## config.mk

```make
export PLATFORM = sky130hd
export DESIGN_NAME = issue_stage
export DESIGN_NICKNAME = d
export VERILOG_FILES = /design/src/issue_pkg.sv /design/src/dispatch_regs.sv /design/src/issue_control.sv /design/src/issue_stage.sv /design/src/operand_bypass.sv
export SDC_FILE = /design/constraint.sdc
export NUM_CORES = 1
export LEC_CHECK = 0
export BUFFER_PORTS_ARGS = -buffer_cell sky130_fd_sc_hd__buf_4
export CAP_MARGIN = 30
export CORE_AREA = 2 2 419 421
export CTS_BUF_LIST = sky130_fd_sc_hd__clkbuf_8
export DETAILED_ROUTE_END_ITERATION = 6
export DIE_AREA = 0 0 421 423
export PLACE_DENSITY_LB_ADDON = 0.2
export SLEW_MARGIN = 20
export SYNTH_ARGS = -nofsm -noshare
export SYNTH_HDL_FRONTEND = slang
export SYNTH_HIERARCHICAL = 1
export SYNTH_SLANG_ARGS = --single-unit
export TNS_END_PERCENT = 30
```

## constraint.sdc

```tcl
create_clock -name clk -period 72.9 [get_ports clk]
set_clock_uncertainty 0.15 [all_clocks]
set_input_delay 3.645 -clock clk [delete_from_list [all_inputs] [get_ports clk]]
set_output_delay 3.645 -clock clk [all_outputs]
set_load 0.05 [all_outputs]
```

## src/issue_pkg.sv

```systemverilog
package issue_pkg;

    localparam int xlen = 64;
    localparam int lsp_offset_w = 12;
    localparam int br_offset_w = 21;

    // Index zero is the hardwired zero register
    typedef logic [4:0] reg_idx_t;

    typedef enum logic [1:0] {
        opr1_rs1  = 2'd0,
        opr1_pc   = 2'd1,
        opr1_zero = 2'd2,
        opr1_zimm = 2'd3
    } opr1_src_t;

    typedef enum logic [1:0] {
        opr2_rs2  = 2'd0,
        opr2_imm  = 2'd1,
        opr2_four = 2'd2
    } opr2_src_t;

    typedef enum logic {
        bb_pc  = 1'b0,
        bb_rs1 = 1'b1
    } br_base_src_t;

    // ot_other never issues and holds the decoder
    typedef enum logic [2:0] {
        ot_int    = 3'd0,
        ot_branch = 3'd1,
        ot_load   = 3'd2,
        ot_store  = 3'd3,
        ot_other  = 3'd4
    } op_type_t;

    // Low three bits follow funct3, bit 3 marks the alternate form
    typedef enum logic [3:0] {
        alu_add  = 4'b0000,
        alu_sll  = 4'b0001,
        alu_slt  = 4'b0010,
        alu_sltu = 4'b0011,
        alu_xor  = 4'b0100,
        alu_srl  = 4'b0101,
        alu_or   = 4'b0110,
        alu_and  = 4'b0111,
        alu_sub  = 4'b1000,
        alu_sra  = 4'b1101
    } alu_op_t;

endpackage

```

## src/dispatch_regs.sv

```systemverilog
module dispatch_regs (
    input  logic                                clk,
    input  logic                                rst,
    input  logic                                pipe_flush,
    input  logic                                issue_ip,
    input  logic                                issue_lsp,
    // Decoder fields and operands
    input  logic [issue_pkg::xlen-1:0]          dec_pc,
    input  issue_pkg::reg_idx_t                 dec_rd,
    input  logic                                dec_wb_en,
    input  issue_pkg::alu_op_t                  dec_op,
    input  logic [issue_pkg::xlen-1:0]          dec_imm,
    input  logic                                dec_mem_sign,
    input  logic [1:0]                          dec_mem_width,
    input  logic [issue_pkg::xlen-1:0]          operand1,
    input  logic [issue_pkg::xlen-1:0]          operand2,
    input  logic [issue_pkg::xlen-1:0]          br_base,
    // Integer pipe
    output logic                                ip_valid,
    input  logic                                ip_ready,
    output logic [issue_pkg::xlen-1:0]          ip_pc,
    output issue_pkg::reg_idx_t                 ip_dst,
    output logic                                ip_wb_en,
    output issue_pkg::alu_op_t                  ip_op,
    output logic [issue_pkg::xlen-1:0]          ip_operand1,
    output logic [issue_pkg::xlen-1:0]          ip_operand2,
    output logic [issue_pkg::xlen-1:0]          ip_br_base,
    output logic [issue_pkg::br_offset_w-1:0]   ip_br_offset,
    // Load/store pipe
    output logic                                lsp_valid,
    input  logic                                lsp_ready,
    output logic [issue_pkg::xlen-1:0]          lsp_pc,
    output issue_pkg::reg_idx_t                 lsp_dst,
    output logic                                lsp_wb_en,
    output logic [issue_pkg::xlen-1:0]          lsp_base,
    output logic [issue_pkg::lsp_offset_w-1:0]  lsp_offset,
    output logic [issue_pkg::xlen-1:0]          lsp_source,
    output logic                                lsp_mem_sign,
    output logic [1:0]                          lsp_mem_width
);
    import issue_pkg::*;

    // A new issue takes priority over draining the register
    always_ff @(posedge clk) begin
        if (rst) begin
            ip_valid  <= 1'b0;
            lsp_valid <= 1'b0;
        end else begin
            if (issue_ip)
                ip_valid <= 1'b1;
            else if (ip_ready || pipe_flush)
                ip_valid <= 1'b0;
            if (issue_lsp)
                lsp_valid <= 1'b1;
            else if (lsp_ready || pipe_flush)
                lsp_valid <= 1'b0;
        end
    end

    always_ff @(posedge clk) begin
        if (issue_ip) begin
            ip_pc        <= dec_pc;
            ip_dst       <= dec_rd;
            ip_wb_en     <= dec_wb_en;
            ip_op        <= dec_op;
            ip_operand1  <= operand1;
            ip_operand2  <= operand2;
            ip_br_base   <= br_base;
            ip_br_offset <= dec_imm[br_offset_w-1:0];
        end
    end

    // Store data travels as operand2
    always_ff @(posedge clk) begin
        if (issue_lsp) begin
            lsp_pc        <= dec_pc;
            lsp_dst       <= dec_rd;
            lsp_wb_en     <= dec_wb_en;
            lsp_base      <= operand1;
            lsp_offset    <= dec_imm[lsp_offset_w-1:0];
            lsp_source    <= operand2;
            lsp_mem_sign  <= dec_mem_sign;
            lsp_mem_width <= dec_mem_width;
        end
    end

endmodule

```

## src/issue_control.sv

```systemverilog
module issue_control (
    input  logic                    rst,
    input  logic                    pipe_flush,
    // Decoder
    input  logic                    dec_valid,
    input  issue_pkg::op_type_t     dec_op_type,
    input  logic                    dec_wb_en,
    input  issue_pkg::reg_idx_t     dec_rd,
    output logic                    dec_ready,
    input  logic                    operands_ready,
    // Pipe state
    input  logic                    ip_ready,
    input  logic                    lsp_valid,
    input  logic                    lsp_ready,
    input  issue_pkg::reg_idx_t     lsp_dst,
    input  logic                    lsp_wb_en,
    input  logic                    lsp_mem_wb_en,
    input  issue_pkg::reg_idx_t     lsp_mem_dst,
    // Issue strobes
    output logic                    issue_ip,
    output logic                    issue_lsp
);
    import issue_pkg::*;

    logic waw_ok;
    logic is_ip_op;
    logic is_lsp_op;
    logic lsp_req_pending;
    logic issue_common;

    // Integer results retire earlier than older loads, so block a matching rd
    assign waw_ok = !dec_wb_en ||
                    ((!lsp_mem_wb_en || (lsp_mem_dst != dec_rd)) &&
                     (!lsp_valid || !lsp_wb_en || (lsp_dst != dec_rd)));

    assign is_ip_op  = (dec_op_type == ot_int) || (dec_op_type == ot_branch);
    assign is_lsp_op = (dec_op_type == ot_load) || (dec_op_type == ot_store);

    assign lsp_req_pending = lsp_valid && !lsp_ready;

    assign issue_common = dec_valid && operands_ready && !pipe_flush;

    // Branches wait for the load/store request ahead of them
    assign issue_ip = issue_common && ip_ready && waw_ok && is_ip_op &&
                      ((dec_op_type != ot_branch) || !lsp_req_pending);

    assign issue_lsp = issue_common && lsp_ready && is_lsp_op;

    assign dec_ready = !rst && !(dec_valid && !issue_ip && !issue_lsp && !pipe_flush);

endmodule

```

## src/issue_stage.sv

```systemverilog
module issue_stage (
    input  logic                                clk,
    input  logic                                rst,
    input  logic                                pipe_flush,
    // Register file
    output issue_pkg::reg_idx_t                 rf_rsrc0,
    input  logic [issue_pkg::xlen-1:0]          rf_rdata0,
    output issue_pkg::reg_idx_t                 rf_rsrc1,
    input  logic [issue_pkg::xlen-1:0]          rf_rdata1,
    // Decoder
    input  logic                                dec_valid,
    output logic                                dec_ready,
    input  logic [issue_pkg::xlen-1:0]          dec_pc,
    input  issue_pkg::alu_op_t                  dec_op,
    input  issue_pkg::op_type_t                 dec_op_type,
    input  issue_pkg::opr1_src_t                dec_operand1,
    input  issue_pkg::opr2_src_t                dec_operand2,
    input  issue_pkg::br_base_src_t             dec_br_base_src,
    input  logic [issue_pkg::xlen-1:0]          dec_imm,
    input  logic                                dec_mem_sign,
    input  logic [1:0]                          dec_mem_width,
    input  logic                                dec_wb_en,
    input  issue_pkg::reg_idx_t                 dec_rs1,
    input  issue_pkg::reg_idx_t                 dec_rs2,
    input  issue_pkg::reg_idx_t                 dec_rd,
    // Integer pipe
    output logic                                ip_valid,
    input  logic                                ip_ready,
    output logic [issue_pkg::xlen-1:0]          ip_pc,
    output issue_pkg::reg_idx_t                 ip_dst,
    output logic                                ip_wb_en,
    output issue_pkg::alu_op_t                  ip_op,
    output logic [issue_pkg::xlen-1:0]          ip_operand1,
    output logic [issue_pkg::xlen-1:0]          ip_operand2,
    output logic [issue_pkg::xlen-1:0]          ip_br_base,
    output logic [issue_pkg::br_offset_w-1:0]   ip_br_offset,
    input  logic [issue_pkg::xlen-1:0]          ip_fwd_value,
    input  logic                                ip_wb_valid,
    input  logic                                ip_wb_wb_en,
    input  issue_pkg::reg_idx_t                 ip_wb_dst,
    input  logic [issue_pkg::xlen-1:0]          ip_wb_result,
    // Load/store pipe
    output logic                                lsp_valid,
    input  logic                                lsp_ready,
    output logic [issue_pkg::xlen-1:0]          lsp_pc,
    output issue_pkg::reg_idx_t                 lsp_dst,
    output logic                                lsp_wb_en,
    output logic [issue_pkg::xlen-1:0]          lsp_base,
    output logic [issue_pkg::lsp_offset_w-1:0]  lsp_offset,
    output logic [issue_pkg::xlen-1:0]          lsp_source,
    output logic                                lsp_mem_sign,
    output logic [1:0]                          lsp_mem_width,
    input  logic                                lsp_mem_busy,
    input  logic                                lsp_mem_wb_en,
    input  issue_pkg::reg_idx_t                 lsp_mem_dst,
    input  logic                                lsp_wb_valid,
    input  logic                                lsp_wb_wb_en,
    input  issue_pkg::reg_idx_t                 lsp_wb_dst,
    input  logic [issue_pkg::xlen-1:0]          lsp_wb_result,
    // Write-back buffer
    input  logic                                wb_buf_valid,
    input  issue_pkg::reg_idx_t                 wb_buf_dst,
    input  logic [issue_pkg::xlen-1:0]          wb_buf_value
);
    import issue_pkg::*;

    logic [xlen-1:0] operand1;
    logic [xlen-1:0] operand2;
    logic [xlen-1:0] br_base;
    logic            operands_ready;
    logic            issue_ip;
    logic            issue_lsp;

    // All port names match the stage nets one to one
    operand_bypass u_operand_bypass (.*);

    issue_control u_issue_control (.*);

    dispatch_regs u_dispatch_regs (.*);

endmodule

```

## src/operand_bypass.sv

```systemverilog
module operand_bypass (
    // Register file read
    output issue_pkg::reg_idx_t          rf_rsrc0,
    input  logic [issue_pkg::xlen-1:0]   rf_rdata0,
    output issue_pkg::reg_idx_t          rf_rsrc1,
    input  logic [issue_pkg::xlen-1:0]   rf_rdata1,
    // Decoder fields
    input  issue_pkg::reg_idx_t          dec_rs1,
    input  issue_pkg::reg_idx_t          dec_rs2,
    input  logic [issue_pkg::xlen-1:0]   dec_pc,
    input  logic [issue_pkg::xlen-1:0]   dec_imm,
    input  issue_pkg::opr1_src_t         dec_operand1,
    input  issue_pkg::opr2_src_t         dec_operand2,
    input  issue_pkg::br_base_src_t      dec_br_base_src,
    // In-flight results
    input  logic [issue_pkg::xlen-1:0]   ip_fwd_value,
    input  logic                         ip_wb_valid,
    input  logic                         ip_wb_wb_en,
    input  issue_pkg::reg_idx_t          ip_wb_dst,
    input  logic [issue_pkg::xlen-1:0]   ip_wb_result,
    input  logic                         lsp_mem_busy,
    input  logic                         lsp_mem_wb_en,
    input  issue_pkg::reg_idx_t          lsp_mem_dst,
    input  logic                         lsp_wb_valid,
    input  logic                         lsp_wb_wb_en,
    input  issue_pkg::reg_idx_t          lsp_wb_dst,
    input  logic [issue_pkg::xlen-1:0]   lsp_wb_result,
    input  logic                         wb_buf_valid,
    input  issue_pkg::reg_idx_t          wb_buf_dst,
    input  logic [issue_pkg::xlen-1:0]   wb_buf_value,
    // Output registers of both pipes
    input  logic                         ip_valid,
    input  logic                         ip_ready,
    input  issue_pkg::reg_idx_t          ip_dst,
    input  logic                         ip_wb_en,
    input  logic                         lsp_valid,
    input  issue_pkg::reg_idx_t          lsp_dst,
    input  logic                         lsp_wb_en,
    // Selected operands
    output logic [issue_pkg::xlen-1:0]   operand1,
    output logic [issue_pkg::xlen-1:0]   operand2,
    output logic [issue_pkg::xlen-1:0]   br_base,
    output logic                         operands_ready
);
    import issue_pkg::*;

    logic ip_ex_fwd;
    logic ip_ex_stall;
    logic [xlen:0] rs1_res;
    logic [xlen:0] rs2_res;

    assign rf_rsrc0 = dec_rs1;
    assign rf_rsrc1 = dec_rs2;

    // Integer execute forwards once accepted, stalls while held
    assign ip_ex_fwd   = ip_valid && ip_ready && ip_wb_en;
    assign ip_ex_stall = ip_valid && !ip_ready && ip_wb_en;

    // Returns {ready, value}; later matches are younger and override earlier ones
    function automatic logic [xlen:0] resolve(input reg_idx_t src,
                                              input logic [xlen-1:0] rdata);
        logic rdy;
        logic [xlen-1:0] val;
        rdy = 1'b1;
        val = rdata;
        if (wb_buf_valid && (wb_buf_dst == src))
            val = wb_buf_value;
        if (ip_wb_valid && ip_wb_wb_en && (ip_wb_dst == src))
            val = ip_wb_result;
        if (ip_ex_fwd && (ip_dst == src))
            val = ip_fwd_value;
        if (ip_ex_stall && (ip_dst == src))
            rdy = 1'b0;
        if (lsp_wb_valid && lsp_wb_wb_en && (lsp_wb_dst == src)) begin
            rdy = 1'b1;
            val = lsp_wb_result;
        end
        // Loads in memory access have no data yet
        if (lsp_mem_busy && lsp_mem_wb_en && (lsp_mem_dst == src))
            rdy = 1'b0;
        if (lsp_valid && lsp_wb_en && (lsp_dst == src))
            rdy = 1'b0;
        // x0 wins even if some stage claims to write it
        if (src == '0) begin
            rdy = 1'b1;
            val = '0;
        end
        return {rdy, val};
    endfunction

    always_comb begin
        rs1_res = resolve(dec_rs1, rf_rdata0);
        rs2_res = resolve(dec_rs2, rf_rdata1);
    end

    always_comb begin
        case (dec_operand1)
            opr1_rs1:  operand1 = rs1_res[xlen-1:0];
            opr1_pc:   operand1 = dec_pc;
            opr1_zimm: operand1 = {{(xlen-5){1'b0}}, dec_rs1};
            default:   operand1 = '0;
        endcase
        case (dec_operand2)
            opr2_rs2:  operand2 = rs2_res[xlen-1:0];
            opr2_imm:  operand2 = dec_imm;
            opr2_four: operand2 = xlen'(4);
            default:   operand2 = '0;
        endcase
    end

    assign br_base = (dec_br_base_src == bb_pc) ? dec_pc : rs1_res[xlen-1:0];

    // An unused source never holds the instruction
    assign operands_ready = ((dec_operand1 != opr1_rs1) || rs1_res[xlen]) &&
                            ((dec_operand2 != opr2_rs2) || rs2_res[xlen]);

endmodule

```

==> results.json <==
{
  "cts_tree": "yes",
  "yosysSeqAreaShare_pct": 60.3,
  "synth_edf_count": 500,
  "finalMaxSlewViolations": 0,
  "h-tree-depth": 3,
  "firstDrtPassIters": 7,
  "syn_inst": 2007,
  "die_h_um": 423,
  "numPortBuffers": 1088,
  "initial_core_util_pct": 14.4,
  "syn_to_final_growth_pct": 50.4,
  "num_vias": 24300,
  "cts_buffer_depth": 3,
  "startpoint": "dec_rs1[4]",
  "yosysWarnings": 6,
  "dieArea_um2": 178000,
  "ys.flop_type": "edfxtp_1",
  "vias_per_cell": 4.45,
  "cts_setup_buffers": 0,
  "crit_path_max_fanout": 46,
  "wl_per_cell_um": 35.2,
  "arrival_ns": 7.33,
  "n_fill_cell": 18900,
  "stdcell_count": 5468,
  "grt_pass1_vias": 23600,
  "post-route-min-period_ns": 11.12,
  "core_area_um2": 173000,
  "fp-row-count": 153,
  "place_inst": 5266,
  "async_flop_share_pct": 0,
  "grt_start_max_net_pins": 129,
  "nets": 3619,
  "overflow": 0,
  "ir_drop_mv": 0.0140,
  "hold_viol": 0,
  "status": "complete, but fails checks",
  "rsz0062_at_grt": "false",
  "worstHoldStart": "u_dispatch_regs/ip_valid",
  "worstPathRequired_ns": 69.11,
  "maxCapViolCount": 0,
  "drt-initial-drc-count": 2684,
  "violations": "design-rule violations",
  "tns_ns": 0,
  "grt_pass1_wl_mm": 246,
  "seq_area_um2": 15100,
  "post-dp-hpwl_mm": 148,
  "die_w_um": 421,
  "grt_use_total_pct": 20.7,
  "cts_buffers": 99,
  "ant_nets": 0,
  "startpoint_type": "input port",
  "worstSkewPairLatency_ns": 0.87,
  "finish.utilization_pct": 21.7,
  "rr_startpoint": "u_dispatch_regs/ip_dst[4]",
  "syn_area_per_cell_um2": 12.4,
  "clk_pin_slew_ns": 0.06,
  "drive_gt1_share_pct": 43.8,
  "holdWs_ns": 0.551,
  "remaining_drc_errors": 6,
  "min_path_type": "flip-flop to flip-flop",
  "clockRootBuffer": "clkbuf_8",
  "syn_nets": 2583,
  "min_period_over_period_pct": 15.3,
  "max_freq_mhz": 89.9,
  "path_class": "input port to output pin",
  "cts_hold_buf": 0,
  "endpoint_kind": "output pin",
  "leakage_uw": 0.0140,
  "worstMarginPinSlew_ns": 1.31,
  "wl_mm": 192,
  "num_io_pins": 1089,
  "cts_resized": 0,
  "slew_headroom_pct": 12.3,
  "gp_congestion": 0.866,
  "ys_seq_elements": 502,
  "multi_input_area_um2": 9070,
  "synth_cell_types": 68,
  "syn_area_um2": 24900,
  "cts.sinks": 502,
  "antenna_found_initial": 73,
  "setup_viol": 0,
  "power_density_nw_per_um2": 19.7
}
registers in the layout (all words and copies together) (netlist names), 12 cells and up:
signal / cells
u_dispatch_regs/ip_operand2: 64
u_dispatch_regs/lsp_pc: 64
u_dispatch_regs/ip_br_base: 64
u_dispatch_regs/ip_operand1: 64
u_dispatch_regs/lsp_source: 64
u_dispatch_regs/lsp_offset: 12
u_dispatch_regs/ip_br_offset: 21
u_dispatch_regs/ip_pc: 64
u_dispatch_regs/lsp_base: 64
worst max-delay path, stage by stage:
cell and delay (ns):
buf_4 0.18, xor2_1 0.18, nor4_2 0.52, and2_4 0.24, buf_4 0.69, o311ai_0 0.25, a32oi_1 0.49, nand2b_1 0.15
o311ai_1 0.33, o41ai_2 0.12, a311oi_1 0.25, buf_4 0.25
cell usage in the layout, fill, tap and decap left out, types with 8 or more instances in the layout:
| cell type | synthesis | routed |
|---|---|---|
| a211o_1 | 109 | 109 |
| a211oi_1 | 12 | 12 |
| a21boi_0 | 12 | 12 |
| a21boi_1 | 30 | 30 |
| a21oi_1 | 111 | 111 |
| a221oi_1 | 11 | 11 |
| a22oi_1 | 52 | 52 |
| a311oi_2 | 10 | 10 |
| a31oi_1 | 69 | 69 |
| and3_1 | 18 | 17 |
| buf_4 | 15 | 1126 |
| clkbuf_8 | 0 | 99 |
| clkinv_1 | 1 | 18 |
| clkinv_2 | 0 | 9 |
| diode_2 | 0 | 26 |
| edfxtp_1 | 500 | 500 |
| inv_1 | 7 | 41 |
| mux2_2 | 42 | 42 |
| mux2i_1 | 83 | 83 |
| nand2_1 | 133 | 131 |
| nand3_1 | 52 | 48 |
| nand4_1 | 8 | 8 |
| nor2_1 | 54 | 52 |
| o211ai_1 | 95 | 95 |
| o21a_1 | 9 | 9 |
| o21ai_0 | 85 | 85 |
| o22ai_1 | 104 | 104 |
| or2_2 | 9 | 9 |
| or3_1 | 42 | 42 |
| or4_4 | 11 | 11 |
| xnor2_1 | 26 | 26 |
| xor2_1 | 37 | 37 |
final timing paths:
check                                    endpoint  slack [ns]  cells past startpoint
setup reg to reg  u_dispatch_regs/ip_operand1[38]       67.24                     12
hold reg to reg          u_dispatch_regs/ip_valid        0.55                      2
setup / recovery                        dec_ready       61.78                     12
hold / removal           u_dispatch_regs/ip_valid        0.55                      2
power breakdown:
group	switching, uW	internal (uW)	leakage [uW]
Sequential	2.02	325	0.00424
Clock	145	138	0.00104
Combinational	83.9	44.9	0.00873
Total	231	509	0.0140
stage by stage:
| step | power, uW | worst slack, ns | cell area [um2] |
|---|---|---|---|
| global route | 766 | 61.67 | 37500 |
| CTS | 750 | 61.80 | 37400 |
| detailed placement | 462 | 61.81 | 35600 |
| floorplan | 391 | 45.17 | 24900 |
| global placement | 462 | 61.84 | 35600 |
| finish | 739 | 61.78 | 37500 |
cell families (layout without fill, tap and decap cells):
group | after synthesis | after routing | synth area share [%]
AO/OA/AOI/OAI | 738 | 738 | 20.5
XOR/XNOR | 70 | 70 | 2.71
buffers and inverters | 206 | 1316 | 3.79
flip-flops | 502 | 502 | 60.3
multiplexers | 125 | 125 | 5.23
other | 0 | 26 | 0
AND/OR/NAND/NOR | 366 | 366 | 7.47
cells in the mapped netlist (15+ instances only):
library cell / count / area, um2
edfxtp_1: 500 / 15000
nand2_1: 133 / 499
clkbuf_1: 115 / 432
a21oi_1: 111 / 556
a211o_1: 109 / 955
o22ai_1: 104 / 651
o211ai_1: 95 / 713
o21ai_0: 85 / 425
mux2i_1: 83 / 831
a31oi_1: 69 / 432
buf_2: 54 / 270
nor2_1: 54 / 203
a22oi_1: 52 / 390
nand3_1: 52 / 260
mux2_2: 42 / 473
or3_1: 42 / 263
xor2_1: 37 / 324
a21boi_1: 30 / 225
xnor2_1: 26 / 228
and3_1: 18 / 113
buf_4: 15 / 113
final cells by class:
cell class,instances,share of cell area (%)
multi-input cells,1299,24.2
repair buffers,1133,22.8
well taps,2325,7.75
clock inverters,76,1.22
diodes,26,0.173
clock buffers,99,3.63
flip-flops and latches,502,40.1
inverters,8,0.0801
per-layer routing:
layer,track usage [%],wire [um],up-vias
met5,0,197,-
met4,5.62,4350,32
met3,5.55,15300,241
met2,33.6,91300,1370
met1,26.8,81100,12600
li1,-,-,10100
Power figures use the tool's default switching activity.
